### src/logic/meas_defines.svh
`ifndef MEAS_DEFINES_SVH
`define MEAS_DEFINES_SVH

// integration period in clocks, wide enough for long samples
`define MEAS_DUR_W 32

// settle period in clocks after the input switch moves
`define MEAS_SETTLE_W 16

// sample sequence number, wraps freely
`define MEAS_SEQ_W 8

// width of the debug monitor byte
`define MEAS_MON_W 8

// monitor bit positions
// start is the one-cycle arm mark from the timer
`define MON_START 0
// level copy of the input switch
`define MON_SWITCH 1
// timer busy level
`define MON_BUSY 2
// sample strobe as it leaves the core
`define MON_VALID 3

`endif

### src/logic/meas_pkg.sv
`default_nettype none

package meas_pkg;

  // which analog input the switch had selected for a sample
  // zero is the shorted reference used for offset removal
  typedef enum logic {
    KIND_ZERO   = 1'b0,
    KIND_SIGNAL = 1'b1
  } sample_kind_t;

  // adc timer states
  // IDLE waits for start, ARM loads the period,
  // INTEGRATE counts it down, FINISH raises done
  typedef enum logic [1:0] {
    IDLE      = 2'd0,
    ARM       = 2'd1,
    INTEGRATE = 2'd2,
    FINISH    = 2'd3
  } adc_state_t;

  // auto-zero sequencer states
  // HALT parks the switch while run is low
  // SWITCH picks the input for the next sample
  // SETTLE lets the front end settle after switching
  // START hands the measurement to the adc timer
  // WAIT holds until the timer reports done
  typedef enum logic [2:0] {
    HALT   = 3'd0,
    SWITCH = 3'd1,
    SETTLE = 3'd2,
    START  = 3'd3,
    WAIT   = 3'd4
  } seq_state_t;

endpackage

`default_nettype wire

### src/logic/adc_timer.sv
`timescale 1ns/1ps
`default_nettype none

`include "meas_defines.svh"

module adc_timer (
  input  wire                   clk,
  input  wire                   reset,
  input  wire [`MEAS_DUR_W-1:0] sample_duration,
  input  wire                   adc_start,
  output logic                  adc_busy,
  output logic                  adc_done,
  output logic                  start_mark
);
  import meas_pkg::*;

  localparam logic [`MEAS_DUR_W-1:0] DUR_ONE = 1;

  adc_state_t               state;
  logic [`MEAS_DUR_W-1:0]   count_down;
  logic                     accept;

  // a start is only taken while idle and not busy
  // a start during busy is dropped here
  assign accept = (state == IDLE) && adc_start && !adc_busy;

  // integration down-counter
  // loaded in ARM, runs only while integrating
  always_ff @(posedge clk)
  begin
    if (state == ARM)
      count_down <= sample_duration;
    else if ((state == INTEGRATE) && (count_down != '0))
      count_down <= count_down - DUR_ONE;
  end

  always_ff @(posedge clk or posedge reset)
  begin
    if (reset)
    begin
      state      <= IDLE;
      adc_busy   <= 1'b0;
      adc_done   <= 1'b0;
      start_mark <= 1'b0;
    end
    else
    begin
      // done and the arm mark are single-cycle strobes
      adc_done   <= 1'b0;
      start_mark <= 1'b0;

      // busy drops the edge after done was raised
      if (adc_done)
        adc_busy <= 1'b0;

      case (state)
        IDLE:
        begin
          // wait for the sequencer to trigger a measurement
          if (accept)
          begin
            state    <= ARM;
            adc_busy <= 1'b1;
          end
        end

        ARM:
        begin
          // counter picks up the duration on this edge
          state      <= INTEGRATE;
          start_mark <= 1'b1;
        end

        INTEGRATE:
        begin
          // D extra cycles here before finishing
          if (count_down == '0)
            state <= FINISH;
        end

        FINISH:
        begin
          // report the measurement, busy still high this cycle
          adc_done <= 1'b1;
          state    <= IDLE;
        end

        default:
        begin
          state <= IDLE;
        end
      endcase
    end
  end

endmodule

`default_nettype wire

### src/logic/az_sequencer.sv
`timescale 1ns/1ps
`default_nettype none

`include "meas_defines.svh"

module az_sequencer (
  input  wire                      clk,
  input  wire                      reset,
  input  wire                      run,
  input  wire                      az_enable,
  input  wire [`MEAS_SETTLE_W-1:0] settle_duration,
  input  wire                      adc_busy,
  input  wire                      adc_done,
  output logic                     adc_start,
  output logic                     az_switch,
  output logic                     sample_valid,
  output meas_pkg::sample_kind_t   sample_kind,
  output logic [`MEAS_SEQ_W-1:0]   sample_seq
);
  import meas_pkg::*;

  localparam logic [`MEAS_SETTLE_W-1:0] SETTLE_ONE = 1;
  localparam logic [`MEAS_SEQ_W-1:0]    SEQ_ONE    = 1;

  seq_state_t                 state;
  logic [`MEAS_SETTLE_W-1:0]  settle_count;
  sample_kind_t               cur_kind;
  sample_kind_t               next_kind;
  logic [`MEAS_SEQ_W-1:0]     seq_count;

  // input for the sample about to begin
  // with auto-zero off it is always the signal
  // otherwise flip from the previous one
  always_comb
  begin
    if (!az_enable)
      next_kind = KIND_SIGNAL;
    else if (cur_kind == KIND_ZERO)
      next_kind = KIND_SIGNAL;
    else
      next_kind = KIND_ZERO;
  end

  // start strobe lasts the single START cycle
  // the previous measurement has always ended by then
  assign adc_start = (state == START);

  always_ff @(posedge clk or posedge reset)
  begin
    if (reset)
    begin
      state        <= HALT;
      settle_count <= '0;
      cur_kind     <= KIND_SIGNAL;
      az_switch    <= 1'b0;
      sample_valid <= 1'b0;
      sample_kind  <= KIND_SIGNAL;
      sample_seq   <= '0;
      seq_count    <= '0;
    end
    else
    begin
      sample_valid <= 1'b0;

      case (state)
        HALT:
        begin
          // park on the signal input
          // pretending the last sample was signal makes the next one zero
          az_switch <= 1'b0;
          cur_kind  <= KIND_SIGNAL;
          if (run)
            state <= SWITCH;
        end

        SWITCH:
        begin
          // settle period and mode are taken here for the whole sample
          cur_kind     <= next_kind;
          az_switch    <= (next_kind == KIND_ZERO);
          settle_count <= settle_duration;
          if (settle_duration == '0)
            state <= START;
          else
            state <= SETTLE;
        end

        SETTLE:
        begin
          // S cycles in here, last one when the count reads one
          if (settle_count <= SETTLE_ONE)
            state <= START;
          else
            settle_count <= settle_count - SETTLE_ONE;
        end

        START:
        begin
          if (!adc_busy)
            state <= WAIT;
        end

        WAIT:
        begin
          // tag and report the finished measurement
          // switch keeps its value through the strobe cycle
          if (adc_done)
          begin
            sample_valid <= 1'b1;
            sample_kind  <= cur_kind;
            sample_seq   <= seq_count;
            seq_count    <= seq_count + SEQ_ONE;
            if (run)
              state <= SWITCH;
            else
              state <= HALT;
          end
        end

        default:
        begin
          state <= HALT;
        end
      endcase
    end
  end

endmodule

`default_nettype wire

### src/logic/meas_top.sv
`timescale 1ns/1ps
`default_nettype none

`include "meas_defines.svh"

module meas_top (
  input  wire                      clk,
  input  wire                      reset,
  input  wire                      run,
  input  wire                      az_enable,
  input  wire [`MEAS_SETTLE_W-1:0] settle_duration,
  input  wire [`MEAS_DUR_W-1:0]    sample_duration,
  output logic                     az_switch,
  output logic                     sample_valid,
  output meas_pkg::sample_kind_t   sample_kind,
  output logic [`MEAS_SEQ_W-1:0]   sample_seq,
  output logic [`MEAS_MON_W-1:0]   monitor
);

  logic                    adc_start;
  logic                    adc_busy;
  logic                    adc_done;
  logic                    start_mark;
  logic [`MEAS_MON_W-1:0]  monitor_next;

  // auto-zero control, the only source of adc starts
  az_sequencer seq_i (
    .clk             (clk),
    .reset           (reset),
    .run             (run),
    .az_enable       (az_enable),
    .settle_duration (settle_duration),
    .adc_busy        (adc_busy),
    .adc_done        (adc_done),
    .adc_start       (adc_start),
    .az_switch       (az_switch),
    .sample_valid    (sample_valid),
    .sample_kind     (sample_kind),
    .sample_seq      (sample_seq)
  );

  // integration period timer
  adc_timer adc_i (
    .clk             (clk),
    .reset           (reset),
    .sample_duration (sample_duration),
    .adc_start       (adc_start),
    .adc_busy        (adc_busy),
    .adc_done        (adc_done),
    .start_mark      (start_mark)
  );

  // debug byte, unused bits stay low
  always_comb
  begin
    monitor_next              = '0;
    monitor_next[`MON_START]  = start_mark;
    monitor_next[`MON_SWITCH] = az_switch;
    monitor_next[`MON_BUSY]   = adc_busy;
    monitor_next[`MON_VALID]  = sample_valid;
  end

  // one register stage so the pins see clean edges
  always_ff @(posedge clk or posedge reset)
  begin
    if (reset)
      monitor <= '0;
    else
      monitor <= monitor_next;
  end

endmodule

`default_nettype wire

### config.mk
export PLATFORM = sky130hd
export DESIGN_NAME = meas_top
export DESIGN_NICKNAME = d
export VERILOG_FILES = /design/src/logic/meas_pkg.sv /design/src/logic/adc_timer.sv /design/src/logic/az_sequencer.sv /design/src/logic/meas_top.sv
export VERILOG_INCLUDE_DIRS = /design/src /design/src/logic
export SDC_FILE = /design/constraint.sdc
export NUM_CORES = 1
export LEC_CHECK = 0
export ABC_AREA = 1
export BUFFER_PORTS_ARGS = -buffer_cell sky130_fd_sc_hd__buf_2
export CAP_MARGIN = 10
export CORE_UTILIZATION = 44
export DETAILED_ROUTE_END_ITERATION = 10
export PLACE_DENSITY_LB_ADDON = 0.05
export SKIP_CTS_REPAIR_TIMING = 1
export SYNTH_ARGS = -nofsm -noshare
export SYNTH_HDL_FRONTEND = slang
export SYNTH_SLANG_ARGS = --single-unit
### constraint.sdc
create_clock -name clk -period 2.1 [get_ports clk]
set_input_delay 0.21 -clock clk [delete_from_list [all_inputs] [get_ports clk]]
set_output_delay 0.21 -clock clk [all_outputs]
set_load 0.02 [all_outputs]
Word level (Yosys, flattened, before mapping)
Index checks and enable logic that the tools add are counted.
Widths: inputs -> output; s select.
{"block": "totals", "input_bits": 52, "ff_bits": 80, "elab_cells": 74}
{"block": "op_classes", "order_cmp": 1, "n_mux": 25, "n_bitwise": 1, "n_eq_ne": 14, "n_reduce_logical": 16, "addsub": 3}
{"op": "$mux 32", "n": 2}
{"op": "$logic_not 32->1", "n": 1}
{"op": "$pmux 16 s2", "n": 1}
{"op": "$reduce_bool 32->1", "n": 1}
{"op": "$sub 32x1->32 const B", "n": 1}
{"op": "$le 16x1->1 const B", "n": 1}
{"op": "$logic_not 16->1", "n": 1}
{"op": "$mux 16", "n": 1}
{"op": "$sub 16x1->16 const B", "n": 1}
{"op": "$pmux 3 s5", "n": 1}
{"op": "$mux 3", "n": 4}
{"op": "$mux 1", "n": 11}
{"op": "$add 8x1->8 const B", "n": 1}
{"op": "$ne 2x2->1 const B", "n": 4}
{"op": "$pmux 2 s4", "n": 1}
{"op": "$eq 3x2->1 const B", "n": 2}
{"op": "$ne 2x1->1 const B", "n": 3}
{"op": "$reduce_and 2->1", "n": 3}
{"op": "$reduce_bool 2->1", "n": 3}
{"op": "$eq 2x2->1 const B", "n": 2}
{"op": "$mux 2", "n": 2}
{"op": "$pmux 1 s2", "n": 2}
{"op": "$reduce_and 4->1", "n": 1}
{"op": "$eq 3x1->1 const B", "n": 1}
{"op": "other kinds (7)", "n": 9}

Longest topological paths before layout
{"block": "logic_depth", "ltp_word": 5, "ltp_mapped": 13, "ltp_nobuf": 12}

Modules after synthesis
A second synthesis with hierarchy kept.
{"block": "unflattened", "cells_unflattened": 677, "area_unflattened_um2": 5032.3}
{"module": "adc_timer", "seq_area_each_um2": 1086.0, "instances": 1, "area_per_inst_um2": 2524.9, "cells_per_inst": 337}
{"module": "az_sequencer", "seq_area_each_um2": 978.4, "instances": 1, "area_per_inst_um2": 2369.8, "cells_per_inst": 330}
{"module": "meas_top", "seq_area_each_um2": 100.1, "instances": 1, "area_per_inst_um2": 137.6, "cells_per_inst": 10}

Least setup slack after synthesis
Ideal clock, no wire load.
{"block": "synth_timing", "kind": "reg2reg", "start": "reg adc_i.state[1]", "end": "reg adc_i.count_down[0] (enable)", "path_buffers": 2, "setup_slack_ns": -0.146, "stages_incl_launch_ff": 7, "arrival_time_ns": 1.768, "cell_sequence": "dfrtp_1 > inv_1 > ha_1 > buf_2 > inv_2 > buf_1 > nand2_1"}
{"block": "synth_via", "elab_chain_len": 3, "word_cells_on_any_way": 4, "cone_classes": "2 x eq/ne; 2 x reduce/logical"}
{"item": "start, declared", "line": "adc_timer.sv:19", "rtl": "adc_state_t state;"}
{"item": "start signal, assigned", "line": "adc_timer.sv:41", "rtl": "state <= IDLE;"}
{"item": "start signal, assigned", "line": "adc_timer.sv:62", "rtl": "state <= ARM;"}
{"item": "start signal, assigned", "line": "adc_timer.sv:70", "rtl": "state <= INTEGRATE;"}
{"item": "$eq 2x2->1", "line": "adc_timer.sv:33", "rtl": "else if ((state == INTEGRATE) && (count_down != '0))"}
{"item": "$logic_and 1x1->1", "line": "adc_timer.sv:33"}
{"item": "$reduce_bool 2->1 (no source line) (*)"}
{"item": "end signal, assigned", "line": "adc_timer.sv:32", "rtl": "count_down <= sample_duration;"}
{"item": "end signal, assigned", "line": "adc_timer.sv:34", "rtl": "count_down <= count_down - DUR_ONE;"}
{"item": "end, declared", "line": "adc_timer.sv:20", "rtl": "logic [`MEAS_DUR_W-1:0] count_down;"}
Every way passes the cells marked *; elsewhere a longest branch is shown, timed or not.
A chain may end at the register's enable or synchronous reset.

Worst setup path in the final report
{"block": "layout_timing", "start": "reg adc_i.count_down[0]", "end": "reg adc_i.count_down[1] (enable)"}
{"block": "layout_via", "elab_chain_len": 3}
{"item": "$reduce_bool 32->1", "line": "adc_timer.sv:33"}
{"item": "$logic_and 1x1->1", "line": "adc_timer.sv:33"}
{"item": "$reduce_bool 2->1 (no source line)"}
Every way passes these cells.

==> metrics.txt <==
# TYPE chip_impl_metric gauge
chip_impl_info{name="status",value="complete, but fails checks"} 1
chip_impl_info{name="failed_checks",value="hold timing"} 1
chip_impl_metric{name="synthesis.instances",unit=""} 672
chip_impl_metric{name="detailed_place_hpwl",unit="mm"} 8.32
chip_impl_metric{name="post_dp_cell_area",unit="um^2"} 5410
chip_impl_metric{name="route.final.wire_length",unit="mm"} 11.4
chip_impl_metric{name="synth_top_area_share",unit="%"} 23.3
chip_impl_metric{name="number_of_nets_at_the_end_of_the_flow",unit=""} 803
chip_impl_metric{name="drtIter0Drc",unit=""} 187
chip_impl_metric{name="initial_utilization",unit="%"} 45.4
chip_impl_info{name="rsz0062_at_grt",value="false"} 1
chip_impl_metric{name="tightest_slew",unit="ns"} 0.611
chip_impl_metric{name="final_hold_viol_count",unit=""} 46
chip_impl_metric{name="io_buffers",unit=""} 66
chip_impl_metric{name="async_reset_ff_share",unit="%"} 60.0
chip_impl_metric{name="power.density_cell_area",unit="nW/um^2"} 1400
chip_impl_metric{name="synth-seq-cells",unit=""} 80
chip_impl_metric{name="floorplan.rows",unit=""} 38
chip_impl_metric{name="slew_headroom",unit="%"} 59.2
chip_impl_metric{name="drive_gt1_share",unit="%"} 18.0
chip_impl_metric{name="achievable-frequency",unit="GHz"} 0.529
chip_impl_info{name="worstSetupEndpointType",value="flip-flop"} 1
chip_impl_metric{name="post_synth_num_cell_types",unit=""} 42
chip_impl_metric{name="place.detailed.instances",unit=""} 872
chip_impl_metric{name="fin_hold_ws",unit="ns"} -0.0140
chip_impl_metric{name="setup_viol_count_final",unit=""} 0
chip_impl_metric{name="fp.dieArea",unit="um^2"} 11700
chip_impl_metric{name="layout.filler_cells",unit=""} 1122
chip_impl_metric{name="gpl.final_weighted_congestion",unit=""} 0.838
chip_impl_metric{name="final_period_minus_worst_setup_slack",unit="ns"} 1.89
chip_impl_metric{name="first_pass_grt_wire_length",unit="mm"} 19.5
chip_impl_metric{name="h-tree-depth",unit=""} 3
chip_impl_metric{name="via_per_inst",unit=""} 4.96
chip_impl_metric{name="wl_per_cell",unit="um"} 12.9
chip_impl_metric{name="finClkSkew",unit="ns"} 0.0128
chip_impl_metric{name="clock_sinks",unit=""} 80
chip_impl_metric{name="drt-pass1-iter-count",unit=""} 4
chip_impl_metric{name="insertedDiodeCount",unit=""} 0
chip_impl_info{name="critPathMostFrequentCell",value="sky130_fd_sc_hd__nand2_2"} 1
chip_impl_metric{name="ir_drop",unit="mV"} 0.855
chip_impl_metric{name="netlist_area",unit="um^2"} 4940
chip_impl_info{name="synthMostInstantiatedCell",value="sky130_fd_sc_hd__nand2_1"} 1
chip_impl_metric{name="synth.avg_cell_area",unit="um^2"} 7.35
chip_impl_metric{name="clkSlewWorstSetupHoldPaths",unit="ns"} 0.09
chip_impl_metric{name="cts_buffers",unit=""} 9
chip_impl_info{name="worstSetupStartpointType",value="flip-flop"} 1
chip_impl_metric{name="chipWidth",unit="um"} 108
chip_impl_metric{name="drc",unit=""} 0
chip_impl_metric{name="worst-path-max-fanout",unit=""} 32
chip_impl_metric{name="die-height",unit="um"} 108
chip_impl_metric{name="r2r_slack",unit="ns"} 0.21
chip_impl_metric{name="io_pins",unit=""} 71
chip_impl_metric{name="grt_remaining_overflow",unit=""} 0
chip_impl_metric{name="ant_nets",unit=""} 0
chip_impl_info{name="tritoncts",value="built"} 1
chip_impl_metric{name="antenna_violations_before_repair",unit=""} 0
chip_impl_metric{name="final_min_period_over_clock_period",unit="%"} 90.0
chip_impl_metric{name="total_via_count_in_the_routed_design",unit=""} 4406
chip_impl_metric{name="worst_skew_pair.late_latency",unit="ns"} 0.38
chip_impl_metric{name="synth_enable_flop_cells",unit=""} 32
chip_impl_metric{name="final_design_area_no_fill",unit="um^2"} 5620
chip_impl_metric{name="grt_max_degree",unit=""} 49
chip_impl_metric{name="cap_violations",unit=""} 0
chip_impl_metric{name="final_core_utilization",unit="%"} 51.6
chip_impl_metric{name="area_delta_synth_final",unit="%"} 13.8
chip_impl_metric{name="ctsLongestPathBuffers",unit=""} 2
chip_impl_metric{name="grt_pass1_vias",unit=""} 4323
chip_impl_metric{name="total_leakage_power",unit="nW"} 2.70
chip_impl_metric{name="core-area",unit="um^2"} 10900
chip_impl_metric{name="yosysWarnings",unit=""} 0
chip_impl_metric{name="layoutNonFillerInstCount",unit=""} 888
chip_impl_metric{name="critical-path-max-stage-delay",unit="ns"} 0.41
chip_impl_info{name="clk_root_buffer_cell",value="sky130_fd_sc_hd__clkbuf_8"} 1
chip_impl_metric{name="crit_required",unit="ns"} 2.22
chip_impl_info{name="min_path_type",value="input pin to async pin"} 1
chip_impl_info{name="synth_common_cells",value="239 x sky130_fd_sc_hd__nand2_1, 97 x sky130_fd_sc_hd__nor2_1, 55 x sky130_fd_sc_hd__inv_1"} 1
chip_impl_info{name="worst_path_max_delay_cell",value="sky130_fd_sc_hd__edfxtp_1"} 1
chip_impl_info{name="synth_flop_cell",value="sky130_fd_sc_hd__dfrtp_1"} 1
chip_impl_metric{name="drv_slew",unit=""} 0
chip_impl_info{name="post-synth-top-area-cell",value="sky130_fd_sc_hd__dfrtp_1"} 1
chip_impl_metric{name="critPathArrivalTime",unit="ns"} 2.01
chip_impl_metric{name="synth_seq_area_share",unit="%"} 43.8
chip_impl_metric{name="grt_use_total",unit="%"} 21.7
chip_impl_info{name="worstSetupPathType",value="flip-flop to flip-flop"} 1
chip_impl_info{name="post_synth_main_area_contributors",value="sky130_fd_sc_hd__dfrtp_1 23%, sky130_fd_sc_hd__edfxtp_1 19%, sky130_fd_sc_hd__nand2_1 18%"} 1
chip_impl_metric{name="totalNegativeSetupSlack",unit="ns"} 0
chip_impl_info{name="path_cells",value="inv_1 > ha_1 > nand2_2 > nor2_2 > nand2_1 > o21ai_2 > nand2_2 > buf_12"} 1
-- cell families (layout without fill, tap and decap cells) --
logic type	Yosys count	count (layout)	share of synthesized area, %
AND/OR/NAND/NOR	430	430	37.2
flip-flops	80	80	43.8
buffers and inverters	79	152	7.17
AO/OA/AOI/OAI	58	58	6.84
XOR/XNOR	15	15	2.66
adder cells (fa/ha/maj)	8	8	2.03
other	1	4	0.0759
multiplexers	1	1	0.228
-- metrics by stage --
step / total power, mW / worst slack (ns)
2_1_floorplan: 5.81 / 0.162
3_3_place_gp: 6.65 / 0.295
3_5_place_dp: 6.74 / 0.227
4_1_cts: 7.97 / 0.215
5_1_grt: 8.66 / 0.0452
6_report: 7.88 / 0.211
-- cell type report --
class / instances / area, um^2 / area share (%)
sequential: 80 / 2160 / 38.5
clock inverter: 5 / 43.8 / 0.779
inverter: 62 / 235 / 4.19
timing repair buffer: 74 / 403 / 7.17
multi-input combinational: 516 / 2430 / 43.3
clock buffer: 11 / 163 / 2.89
tap: 140 / 175 / 3.12
-- registers in the layout, indices dropped and copies added (netlist names) --
register,cells
adc_i.adc_busy,1
adc_i.adc_done,1
adc_i.count_down,32
adc_i.start_mark,1
adc_i.state,2
monitor,4
seq_i.az_switch,1
seq_i.cur_kind,1
seq_i.sample_kind,1
seq_i.sample_seq,8
seq_i.sample_valid,1
seq_i.seq_count,8
seq_i.settle_count,16
seq_i.state,3
-- cell usage in the layout, fill, tap and decap left out, types with 2 or more instances in the layout --
cell type	count
sky130_fd_sc_hd__nand3b_1	4
sky130_fd_sc_hd__o21ai_1	5
sky130_fd_sc_hd__inv_1	54
sky130_fd_sc_hd__or2_2	3
sky130_fd_sc_hd__dfrtp_1	46
sky130_fd_sc_hd__clkinv_4	2
sky130_fd_sc_hd__nor2_1	97
sky130_fd_sc_hd__inv_6	3
sky130_fd_sc_hd__edfxtp_1	32
sky130_fd_sc_hd__o21ai_0	31
sky130_fd_sc_hd__conb_1	4
sky130_fd_sc_hd__o21ai_2	5
sky130_fd_sc_hd__nor3_1	2
sky130_fd_sc_hd__nand2_2	6
sky130_fd_sc_hd__buf_2	66
sky130_fd_sc_hd__o21bai_1	7
sky130_fd_sc_hd__or2_0	3
sky130_fd_sc_hd__nor2_2	12
sky130_fd_sc_hd__a21oi_1	3
sky130_fd_sc_hd__nor3_2	2
sky130_fd_sc_hd__nor2_4	2
sky130_fd_sc_hd__ha_1	8
sky130_fd_sc_hd__a31oi_1	5
sky130_fd_sc_hd__clkbuf_8	10
sky130_fd_sc_hd__nand4_1	7
sky130_fd_sc_hd__dfstp_2	2
sky130_fd_sc_hd__nand2_1	238
sky130_fd_sc_hd__xor2_1	13
sky130_fd_sc_hd__buf_4	7
sky130_fd_sc_hd__xnor2_1	2
sky130_fd_sc_hd__nand3_1	50
sky130_fd_sc_hd__inv_2	7
-- critical path, delay by kind of cell, from the launching register on --
family | cells | cell delay (ns)
compound gates | 1 | 0.22
fa+ha+maj | 1 | 0.25
buf+inv | 2 | 0.31
flops | 1 | 0.41
simple gates | 4 | 0.43
-- path summary, 6_finish.rpt --
path,cells past startpoint,end,from
setup reg to reg,8,adc_i.count_down[1],adc_i.count_down[0]
max in group asynchronous,3,seq_i.settle_count[1],reset
setup / recovery,8,adc_i.count_down[1],adc_i.count_down[0]
hold / removal,3,monitor[3],reset
min in group clk,3,seq_i.az_switch,az_enable
hold reg to reg,0,monitor[0],adc_i.start_mark
-- report_power, final --
part,internal (mW),switching [mW]
Combinational,1.21,2.29
Sequential,2.55,0.632
Clock,0.551,0.651
Total,4.31,3.57
-- per-layer routing --
layer / vias up / GRT usage, % / wire (um)
li1: 2275 / - / -
met1: 1997 / 26.5 / 5170
met2: 105 / 36.6 / 5420
met3: 29 / 4.10 / 452
met4: 0 / 10.9 / 383
met5: - / 0 / 0
Power figures use the tool's default switching activity.
